**src/source/lmx_pkg.sv**
```systemverilog
`default_nettype none

package lmx_pkg;

  typedef logic [31:0] lmx_word_t;   // programming word / bus data
  typedef logic [4:0]  lmx_count_t;  // buffer fill level, depth <= 16

  typedef enum logic [2:0] {
    st_idle,
    st_start,
    st_shift,
    st_lastbit,
    st_latch
  } spi_state_t;

  // register map
  localparam lmx_word_t addr_word   = 32'h0000_0000;
  localparam lmx_word_t addr_status = 32'h0000_0004;
  localparam lmx_word_t addr_ctrl   = 32'h0000_0008;

  // status word layout, fill count sits in 4:0
  localparam int status_busy_bit   = 8;
  localparam int status_muxout_bit = 9;

endpackage

`default_nettype wire

```
**src/source/lmx_wb_regs.sv**
```systemverilog
`timescale 1ns/100ps
`default_nettype none

module lmx_wb_regs import lmx_pkg::*; (
  input  logic       wb_clk_i,
  input  logic       wb_rst_i,
  input  lmx_word_t  wb_adr_i,
  input  lmx_word_t  wb_dat_i,
  input  logic [3:0] wb_sel_i,
  input  logic       wb_we_i,
  input  logic       wb_cyc_i,
  input  logic       wb_stb_i,
  output lmx_word_t  wb_dat_o,
  output logic       wb_ack_o,
  output logic       wb_err_o,
  input  logic       lmx_muxout_i,
  output logic       lmx_ce_o,
  output logic       lmx_be_o,
  output logic       push_req_o,
  output lmx_word_t  push_word_o,
  input  logic       push_ack_i,
  input  lmx_count_t fill_count_i,
  input  logic       busy_i
);

  logic       bus_req;
  logic       word_wr;
  logic       ctrl_acc;
  logic       status_rd;
  logic [1:0] ctrl_q;
  logic [1:0] muxout_q;
  lmx_word_t  status_word;
  lmx_word_t  rd_q;
  lmx_word_t  sel_mask;

  // new access, not yet answered
  assign bus_req   = wb_cyc_i && wb_stb_i && !wb_ack_o && !wb_err_o;
  assign word_wr   = (wb_adr_i == addr_word) && wb_we_i;
  assign ctrl_acc  = (wb_adr_i == addr_ctrl);
  assign status_rd = (wb_adr_i == addr_status) && !wb_we_i;

  assign sel_mask = {{8{wb_sel_i[3]}}, {8{wb_sel_i[2]}}, {8{wb_sel_i[1]}}, {8{wb_sel_i[0]}}};

  always_comb begin
    status_word = '0;
    status_word[$bits(lmx_count_t)-1:0] = fill_count_i;
    status_word[status_busy_bit]        = busy_i;
    status_word[status_muxout_bit]      = muxout_q[1];
  end

  always_ff @(posedge wb_clk_i) begin
    muxout_q <= {muxout_q[0], lmx_muxout_i};  // pin is asynchronous
  end

  always_ff @(posedge wb_clk_i) begin
    if (wb_rst_i) begin
      wb_ack_o   <= 1'b0;
      wb_err_o   <= 1'b0;
      push_req_o <= 1'b0;
      ctrl_q     <= 2'b00;
    end else begin
      wb_ack_o <= 1'b0;
      wb_err_o <= 1'b0;
      if (push_req_o) begin
        if (push_ack_i) begin  // buffer took the word
          push_req_o <= 1'b0;
          wb_ack_o   <= 1'b1;
        end
      end else if (bus_req) begin
        if (word_wr) begin
          // previous handshake must be fully closed first
          if (!push_ack_i) begin
            push_req_o <= 1'b1;
          end
        end else if (ctrl_acc) begin
          wb_ack_o <= 1'b1;
          if (wb_we_i && wb_sel_i[0]) begin
            ctrl_q <= wb_dat_i[1:0];
          end
        end else if (status_rd) begin
          wb_ack_o <= 1'b1;
        end else begin
          wb_err_o <= 1'b1;
        end
      end
    end
  end

  always_ff @(posedge wb_clk_i) begin
    if (bus_req && word_wr && !push_req_o && !push_ack_i) begin
      push_word_o <= wb_dat_i & sel_mask;  // unselected bytes read as zero
    end
  end

  always_ff @(posedge wb_clk_i) begin
    if (bus_req) begin
      if (wb_we_i) begin
        rd_q <= '0;
      end else if (ctrl_acc) begin
        rd_q <= {30'b0, ctrl_q};
      end else begin
        rd_q <= status_word;
      end
    end
  end

  assign wb_dat_o = wb_ack_o ? rd_q : '0;
  assign lmx_ce_o = ctrl_q[0];
  assign lmx_be_o = ctrl_q[1];

endmodule

`default_nettype wire

```
**src/source/lmx_cmd_fifo.sv**
```systemverilog
`timescale 1ns/100ps
`default_nettype none

module lmx_cmd_fifo import lmx_pkg::*; #(
  parameter int fifo_depth_log2 = 2
) (
  input  logic       wb_clk_i,
  input  logic       wb_rst_i,
  input  logic       push_req_i,
  input  lmx_word_t  push_word_i,
  output logic       push_ack_o,
  output logic       pop_req_o,
  output lmx_word_t  pop_word_o,
  input  logic       pop_ack_i,
  output lmx_count_t fill_count_o
);

  localparam int depth = 1 << fifo_depth_log2;

  lmx_word_t                  mem [depth];
  logic [fifo_depth_log2-1:0] wr_ptr;
  logic [fifo_depth_log2-1:0] rd_ptr;
  logic                       full;
  logic                       empty;
  logic                       do_push;
  logic                       do_pop;

  assign full    = (fill_count_o == lmx_count_t'(depth));
  assign empty   = (fill_count_o == '0);
  assign do_push = push_req_i && !push_ack_o && !full;
  assign do_pop  = pop_req_o && pop_ack_i;

  always_ff @(posedge wb_clk_i) begin
    if (do_push) begin
      mem[wr_ptr] <= push_word_i;
    end
  end

  assign pop_word_o = mem[rd_ptr];  // head word, steady while req is up

  always_ff @(posedge wb_clk_i) begin
    if (wb_rst_i) begin
      wr_ptr       <= '0;
      rd_ptr       <= '0;
      fill_count_o <= '0;
      push_ack_o   <= 1'b0;
      pop_req_o    <= 1'b0;
    end else begin
      fill_count_o <= fill_count_o + lmx_count_t'(do_push) - lmx_count_t'(do_pop);
      // push side
      if (do_push) begin
        wr_ptr     <= wr_ptr + 1'b1;
        push_ack_o <= 1'b1;
      end else if (push_ack_o && !push_req_i) begin
        push_ack_o <= 1'b0;
      end
      // pop side
      if (do_pop) begin
        rd_ptr    <= rd_ptr + 1'b1;
        pop_req_o <= 1'b0;
      end else if (!pop_req_o && !pop_ack_i && !empty) begin
        pop_req_o <= 1'b1;
      end
    end
  end

endmodule

`default_nettype wire

```
**src/source/lmx_spi_shifter.sv**
```systemverilog
`timescale 1ns/100ps
`default_nettype none

module lmx_spi_shifter import lmx_pkg::*; #(
  parameter int spi_clk_div_bits = 5
) (
  input  logic      wb_clk_i,
  input  logic      wb_rst_i,
  input  logic      pop_req_i,
  input  lmx_word_t pop_word_i,
  output logic      pop_ack_o,
  output logic      busy_o,
  output logic      lmx_clk_o,
  output logic      lmx_data_o,
  output logic      lmx_le_o
);

  logic [spi_clk_div_bits-1:0] div_cnt;
  logic                        spi_clk;
  logic                        spi_clk_z;
  logic                        spi_clk_rise;
  logic                        spi_clk_fall;
  logic                        take;
  logic                        clk_en;
  logic [4:0]                  bit_cnt;
  lmx_word_t                   shift_q;
  spi_state_t                  state;

  assign spi_clk      = div_cnt[spi_clk_div_bits-1];
  assign spi_clk_rise = spi_clk && !spi_clk_z;
  assign spi_clk_fall = !spi_clk && spi_clk_z;
  assign take         = (state == st_idle) && pop_req_i && !pop_ack_o;

  // free running, restarted on each new word
  always_ff @(posedge wb_clk_i) begin
    if (wb_rst_i || take) begin
      div_cnt   <= '0;
      spi_clk_z <= 1'b0;
    end else begin
      div_cnt   <= div_cnt + 1'b1;
      spi_clk_z <= spi_clk;
    end
  end

  always_ff @(posedge wb_clk_i) begin
    if (wb_rst_i) begin
      state     <= st_idle;
      pop_ack_o <= 1'b0;
      clk_en    <= 1'b0;
      lmx_le_o  <= 1'b0;
      bit_cnt   <= '0;
      shift_q   <= '0;
    end else begin
      if (pop_ack_o && !pop_req_i) begin
        pop_ack_o <= 1'b0;
      end
      case (state)
        st_idle: begin
          if (take) begin
            shift_q   <= pop_word_i;  // msb goes out first
            pop_ack_o <= 1'b1;
            state     <= st_start;
          end
        end
        st_start: begin
          if (spi_clk_fall) begin
            clk_en  <= 1'b1;
            bit_cnt <= '0;
            state   <= st_shift;
          end
        end
        st_shift: begin
          if (spi_clk_rise) begin
            if (bit_cnt == 5'd31) begin
              state <= st_lastbit;
            end else begin
              bit_cnt <= bit_cnt + 1'b1;
            end
          end
          if (spi_clk_fall) begin
            shift_q <= {shift_q[30:0], 1'b0};
          end
        end
        st_lastbit: begin
          if (spi_clk_fall) begin
            clk_en   <= 1'b0;
            lmx_le_o <= 1'b1;  // half a serial period
            state    <= st_latch;
          end
        end
        st_latch: begin
          if (spi_clk_rise) begin
            lmx_le_o <= 1'b0;
            state    <= st_idle;
          end
        end
        default: begin
          state <= st_idle;
        end
      endcase
    end
  end

  assign busy_o     = (state != st_idle);
  assign lmx_clk_o  = spi_clk && clk_en;
  assign lmx_data_o = shift_q[31];

endmodule

`default_nettype wire

```
**src/source/lmx_spi_ctrl_top.sv**
```systemverilog
`timescale 1ns/100ps
`default_nettype none

module lmx_spi_ctrl_top import lmx_pkg::*; #(
  parameter int spi_clk_div_bits = 5,
  parameter int fifo_depth_log2  = 2
) (
  input  logic       wb_clk_i,
  input  logic       wb_rst_i,
  input  lmx_word_t  wb_adr_i,
  input  lmx_word_t  wb_dat_i,
  input  logic [3:0] wb_sel_i,
  input  logic       wb_we_i,
  input  logic       wb_cyc_i,
  input  logic       wb_stb_i,
  output lmx_word_t  wb_dat_o,
  output logic       wb_ack_o,
  output logic       wb_err_o,
  input  logic       lmx_muxout_i,
  output logic       lmx_clk_o,
  output logic       lmx_data_o,
  output logic       lmx_le_o,
  output logic       lmx_ce_o,
  output logic       lmx_be_o
);

  logic       push_req;
  lmx_word_t  push_word;
  logic       push_ack;
  logic       pop_req;
  lmx_word_t  pop_word;
  logic       pop_ack;
  lmx_count_t fill_count;
  logic       busy;

  lmx_wb_regs u_regs (
    .wb_clk_i     (wb_clk_i),
    .wb_rst_i     (wb_rst_i),
    .wb_adr_i     (wb_adr_i),
    .wb_dat_i     (wb_dat_i),
    .wb_sel_i     (wb_sel_i),
    .wb_we_i      (wb_we_i),
    .wb_cyc_i     (wb_cyc_i),
    .wb_stb_i     (wb_stb_i),
    .wb_dat_o     (wb_dat_o),
    .wb_ack_o     (wb_ack_o),
    .wb_err_o     (wb_err_o),
    .lmx_muxout_i (lmx_muxout_i),
    .lmx_ce_o     (lmx_ce_o),
    .lmx_be_o     (lmx_be_o),
    .push_req_o   (push_req),
    .push_word_o  (push_word),
    .push_ack_i   (push_ack),
    .fill_count_i (fill_count),
    .busy_i       (busy)
  );

  lmx_cmd_fifo #(
    .fifo_depth_log2 (fifo_depth_log2)
  ) u_fifo (
    .wb_clk_i     (wb_clk_i),
    .wb_rst_i     (wb_rst_i),
    .push_req_i   (push_req),
    .push_word_i  (push_word),
    .push_ack_o   (push_ack),
    .pop_req_o    (pop_req),
    .pop_word_o   (pop_word),
    .pop_ack_i    (pop_ack),
    .fill_count_o (fill_count)
  );

  lmx_spi_shifter #(
    .spi_clk_div_bits (spi_clk_div_bits)
  ) u_shifter (
    .wb_clk_i   (wb_clk_i),
    .wb_rst_i   (wb_rst_i),
    .pop_req_i  (pop_req),
    .pop_word_i (pop_word),
    .pop_ack_o  (pop_ack),
    .busy_o     (busy),
    .lmx_clk_o  (lmx_clk_o),
    .lmx_data_o (lmx_data_o),
    .lmx_le_o   (lmx_le_o)
  );

endmodule

`default_nettype wire

```
**config.mk**
```make
export PLATFORM = sky130hd
export DESIGN_NAME = lmx_spi_ctrl_top
export DESIGN_NICKNAME = d
export VERILOG_FILES = /design/src/source/lmx_pkg.sv /design/src/source/lmx_wb_regs.sv /design/src/source/lmx_cmd_fifo.sv /design/src/source/lmx_spi_shifter.sv /design/src/source/lmx_spi_ctrl_top.sv
export SDC_FILE = /design/constraint.sdc
export NUM_CORES = 1
export LEC_CHECK = 0
export BUFFER_PORTS_ARGS = -buffer_cell sky130_fd_sc_hd__buf_2
export CORE_ASPECT_RATIO = 1.5
export CORE_MARGIN = 5
export CORE_UTILIZATION = 50
export CTS_CLUSTER_DIAMETER = 50
export DETAILED_ROUTE_END_ITERATION = 7
export PLACE_DENSITY = 0.77
export SKIP_CTS_REPAIR_TIMING = 1
export SLEW_MARGIN = 20
export SYNTH_ARGS = -nofsm -noshare
export SYNTH_HDL_FRONTEND = slang
export SYNTH_SLANG_ARGS = --single-unit
```
**constraint.sdc**
```tcl
create_clock -name wb_clk_i -period 11.6 [get_ports wb_clk_i]
set_clock_uncertainty 0.15 [all_clocks]
set_input_delay 1.74 -clock wb_clk_i [delete_from_list [all_inputs] [get_ports wb_clk_i]]
set_output_delay 1.74 -clock wb_clk_i [all_outputs]
set_load 0.01 [all_outputs]
```
==> results <==
- The depth of the most critical reg-to-reg path is 8.
- The kind of cell with the highest combined delay along the critical path is simple AND/OR/NAND/NOR gates.
- The signal on the critical path passes through buf_2 > nor4_1 > nand4_1 > nor4_2 > buf_4.
- The number of top-level pins is between 100 and 150.
- On the final layout, the worst hold slack is 0.187 ns.
- The largest fanout on the critical path is 32.
- The setup path with the least slack is of type input pin to flop.
- In the synthesized netlist, the number of instances is 663.
- For flop-to-flop paths, the worst setup slack is 9.07 ns.
- The flow ran to the end, and the final reports show no timing, DRC or antenna violations.
- The most frequently used flop master after synthesis is sky130_fd_sc_hd__edfxtp_1.
- The maximum number of buffers from clock root to sink is 3.
- The startpoint of the lowest-slack hold path is u_regs.muxout_q[0]$_DFF_P_.
- The region available for standard cell placement spans between 0.015 and 0.02 mm2.
- Routability-driven placement finished with a final weighted congestion of between 0.7 and 0.8.
- Yosys printed 0 warnings.
- The number of DRC violations after detailed routing is 0.
- The final-layout setup total negative slack is 0 ns.
- In this run, synthesis produced a sequential element count of ~240.
- The floorplan step set the die height to 179 um.
- The remaining antenna violation count after routing is 0.
- Detailed routing inserted a total of 5432 vias.
- For the pin with the worst max-slew slack, the measured transition is 0.888 ns.
- In this run the number of H-tree levels came out at 1.
- The unique cell type count in the Yosys netlist is 48.
- The worst path needs 3.32 ns of the cycle, external delays included.
- The clock buffer count from CTS is 22.
- The relative slew slack is approximately two fifths.
- The post-synth design cell area is 0.00948 mm2.
- The maximum number of pins on one net before global-route repair is 65.
- The path with the worst hold slack has its endpoint at u_regs.muxout_q[1]$_DFF_P_.
- The final layout contains 840 nets.
- The clock sink total is 236.
- For this block, the initial DRC count from the detailed router was roughly 500.
- The count of final hold-check violations was 0.
- The critical path arrival is 3.31 ns.
- Using the TritonRoute via totals, the vias-per-cell ratio works out to 5.33.
- The portion of the post-synthesis area used by sequential elements is 67.4%.
- The horizontal die dimension is 122 um.
- The endpoint identified for the worst register-to-register timing path is u_fifo.fill_count_o[4]$_SDFF_PP0_.
- The endpoint type of the worst setup path is a flop.
- The number of placement rows is between 60 and 70.
- The async set-reset flop share out of synthesis is 0%.
- Based on the critical path, the design can be clocked at up to 301 MHz.
- The number of antenna violations at the first check in global routing came to 0.
- The area growth from synthesis to layout is 13.7%.
- Global routing used 15.5% of the available tracks.
- The worst-skew pair later-pin latency is 0.50 ns.
- For this design the static power due to leakage is 3.78 nW.
- The detailed-route wire length per cell is 16.2 um.
- The post-layout instance area is about 0.011 mm2.
- The hold-critical path depth is 0.
- The HPWL after detailed placement is 9.99 mm.
- The register clock-pin slew on the reported worst setup and hold paths is around 0.070 ns.
- The critical path contains buffers and inverters numbering 2 combined.
- The worst setup path is launched from an input pin.
- The path class of the tightest hold or removal check is flop to flop.
- The full die area is 0.0219 mm2.
- The average instance area after synthesis is 14.3 um2.
- The critical path starts at wb_adr_i[1].
- The post-route netlist has 22.1% of its cells at a drive strength greater than 1.
- In this run the tool buffered the top-level ports with slightly below 90 buffer cells.
- TritonCTS built the clock tree.
- The number of optimization iterations in the first detailed-route pass is 6.
- Dividing the final minimum period by the clock period gives 28.7%.
- The filler cells instantiated in the layout total about 1.5k.
- The number of antenna repair diodes is 0.
- The via count of the first global-routing pass came to about 5.4k.
- Global routing finished with a remaining overflow of 0.
- The setup-violating endpoint count in the final report is 0.
- For this configuration, the core starts out at a cell density of 50.9%.
- The first global-routing pass estimated 26.9 mm of wire.
- The start of the worst register-to-register path is u_fifo.fill_count_o[4]$_SDFF_PP0_.
- The number of pins exceeding their max-slew limit in the final report is 0.
- For this block, the routed nets add up to roughly 17 mm of wire.
- At the worst endpoint, the required time is between 10 and 15 ns.
- The total power density per cell area is 178 mW/mm2.
- Across the run, the number of max-cap violations was 0.
- The number of flops mapped to enable cells by yosys is 167.
- The placed instances occupy a cell area of 0.0101 mm2.
- The cell chosen for the clock root is sky130_fd_sc_hd__clkbuf_16.
- The highest-delay cell along the critical path is sky130_fd_sc_hd__buf_4.
- The maximum cell stage delay along the critical path is 0.45 ns.
- VDD sags by at most 0.114 mV.
- Setup repair after global routing left no endpoint under its margin.
cell usage after synthesis (2+ instances only):
library cell | number | area (um2)
sky130_fd_sc_hd__nand4_1 | 4 | 25.0
sky130_fd_sc_hd__nand2_1 | 66 | 248
sky130_fd_sc_hd__nor2_1 | 56 | 210
sky130_fd_sc_hd__edfxtp_1 | 167 | 5010
sky130_fd_sc_hd__a21oi_1 | 12 | 60.1
sky130_fd_sc_hd__o21ai_0 | 4 | 20.0
sky130_fd_sc_hd__xor2_1 | 6 | 52.6
sky130_fd_sc_hd__mux2i_1 | 5 | 50.1
sky130_fd_sc_hd__nor3b_1 | 2 | 15.0
sky130_fd_sc_hd__nand3b_1 | 2 | 15.0
sky130_fd_sc_hd__inv_1 | 14 | 52.6
sky130_fd_sc_hd__buf_2 | 8 | 40.0
sky130_fd_sc_hd__dfxtp_1 | 69 | 1380
sky130_fd_sc_hd__xnor2_1 | 5 | 43.8
sky130_fd_sc_hd__and2_1 | 48 | 300
sky130_fd_sc_hd__o21a_1 | 2 | 15.0
sky130_fd_sc_hd__a211oi_1 | 4 | 30.0
sky130_fd_sc_hd__nand3_1 | 5 | 25.0
sky130_fd_sc_hd__nor3_1 | 11 | 55.1
sky130_fd_sc_hd__buf_4 | 25 | 188
sky130_fd_sc_hd__nor2b_1 | 4 | 25.0
sky130_fd_sc_hd__buf_1 | 3 | 11.3
sky130_fd_sc_hd__nor4_1 | 9 | 56.3
sky130_fd_sc_hd__buf_6 | 3 | 33.8
sky130_fd_sc_hd__and3_1 | 2 | 12.5
sky130_fd_sc_hd__nand2b_1 | 14 | 87.6
sky130_fd_sc_hd__ha_1 | 13 | 163
sky130_fd_sc_hd__clkbuf_1 | 17 | 63.8
sky130_fd_sc_hd__a311oi_1 | 33 | 289
sky130_fd_sc_hd__mux4_2 | 32 | 721
cell usage in the layout (no fill, tap or decap), types with 14 or more instances in the layout:
cell type / n
sky130_fd_sc_hd__nand2b_1: 14
sky130_fd_sc_hd__conb_1: 25
sky130_fd_sc_hd__nand2_1: 66
sky130_fd_sc_hd__a311oi_1: 33
sky130_fd_sc_hd__nor2_1: 56
sky130_fd_sc_hd__clkbuf_16: 25
sky130_fd_sc_hd__dfxtp_1: 67
sky130_fd_sc_hd__inv_1: 14
sky130_fd_sc_hd__buf_2: 87
sky130_fd_sc_hd__and2_1: 48
sky130_fd_sc_hd__mux4_2: 32
sky130_fd_sc_hd__edfxtp_1: 167
worst register-to-register path: cells and delay by family (launching register included):
kind	cells	cell delay (ns)
DFF	1	0.34
adders and majority gates	2	0.71
AOI/OAI and AO/OA	3	0.59
and+or+nand+nor	3	0.67
per-stage QoR:
stage	util, %	power, mW	std cells	setup WS, ns
3_5_place_dp	54.1	1.25	980	7.77
4_1_cts	57.9	1.94	1020	8.26
2_1_floorplan	-	1.20	687	5.52
6_report	57.9	1.92	1020	8.28
3_3_place_gp	54.1	1.24	980	7.84
5_1_grt	57.9	2.02	1020	8.06
sequential cells by signal, summed over array words and instances (netlist names), 3 cells and up, named ones only:
| signal | cells |
|---|---|
| u_shifter.shift_q | 32 |
| u_shifter.bit_cnt | 5 |
| u_fifo.mem | 128 |
| u_regs.push_word_o | 32 |
| u_shifter.state | 3 |
| u_fifo.fill_count_o | 5 |
| u_regs.rd_q | 7 |
| u_shifter.div_cnt | 5 |
area by class of cell:
class	count	area (um2)	share of cell area, %
Sequential cell	236	6400	59.3
Timing Repair Buffer	97	510	4.73
Multi-Input combinational cell	381	2790	25.9
Inverter	14	52.6	0.487
Clock buffer	32	672	6.23
Tap cell	252	315	2.92
Clock inverter	8	40.0	0.371
power by group:
group	internal, mW	switching (mW)	leakage, nW
combinational	0.107	0.128	1.34
clock	0.403	0.286	0.358
sequential	0.957	0.0377	2.08
total	1.47	0.452	3.78
worst max-delay path by stage:
stage                                                   to  slack [ns]  depth (start not counted)
after floorplan            u_regs.push_word_o[0]$_DFFE_PP_        5.52                          3
after global placement    u_regs.push_word_o[29]$_DFFE_PP_        7.84                          5
after detailed placement   u_regs.push_word_o[5]$_DFFE_PP_        7.77                          5
after CTS                  u_regs.push_word_o[5]$_DFFE_PP_        8.26                          5
after global routing       u_regs.push_word_o[5]$_DFFE_PP_        8.06                          5
final                     u_regs.push_word_o[24]$_DFFE_PP_        8.28                          5
routing by layer:
| metal | vias to the layer above | wire [um] | GRT usage (%) |
|---|---|---|---|
| li1 | 2582 | - | - |
| met1 | 2618 | 6250 | 18.5 |
| met2 | 193 | 8780 | 28.0 |
| met3 | 39 | 972 | 2.05 |
| met4 | 0 | 551 | 6.73 |
| met5 | - | 0 | 0 |
kinds of logic after synthesis:
group | count (synthesis) | share of synthesized area, %
buffers and inverters | 70 | 4.10
adder cells (fa/ha/maj) | 14 | 1.93
XOR/XNOR | 11 | 1.02
AO/OA/AOI/OAI | 65 | 5.44
multiplexers | 37 | 8.13
AND/OR/NAND/NOR | 229 | 11.9
flip-flops | 236 | 67.4
other | 1 | 0.0395
No activity file was read; power rests on OpenSTA's default activity.
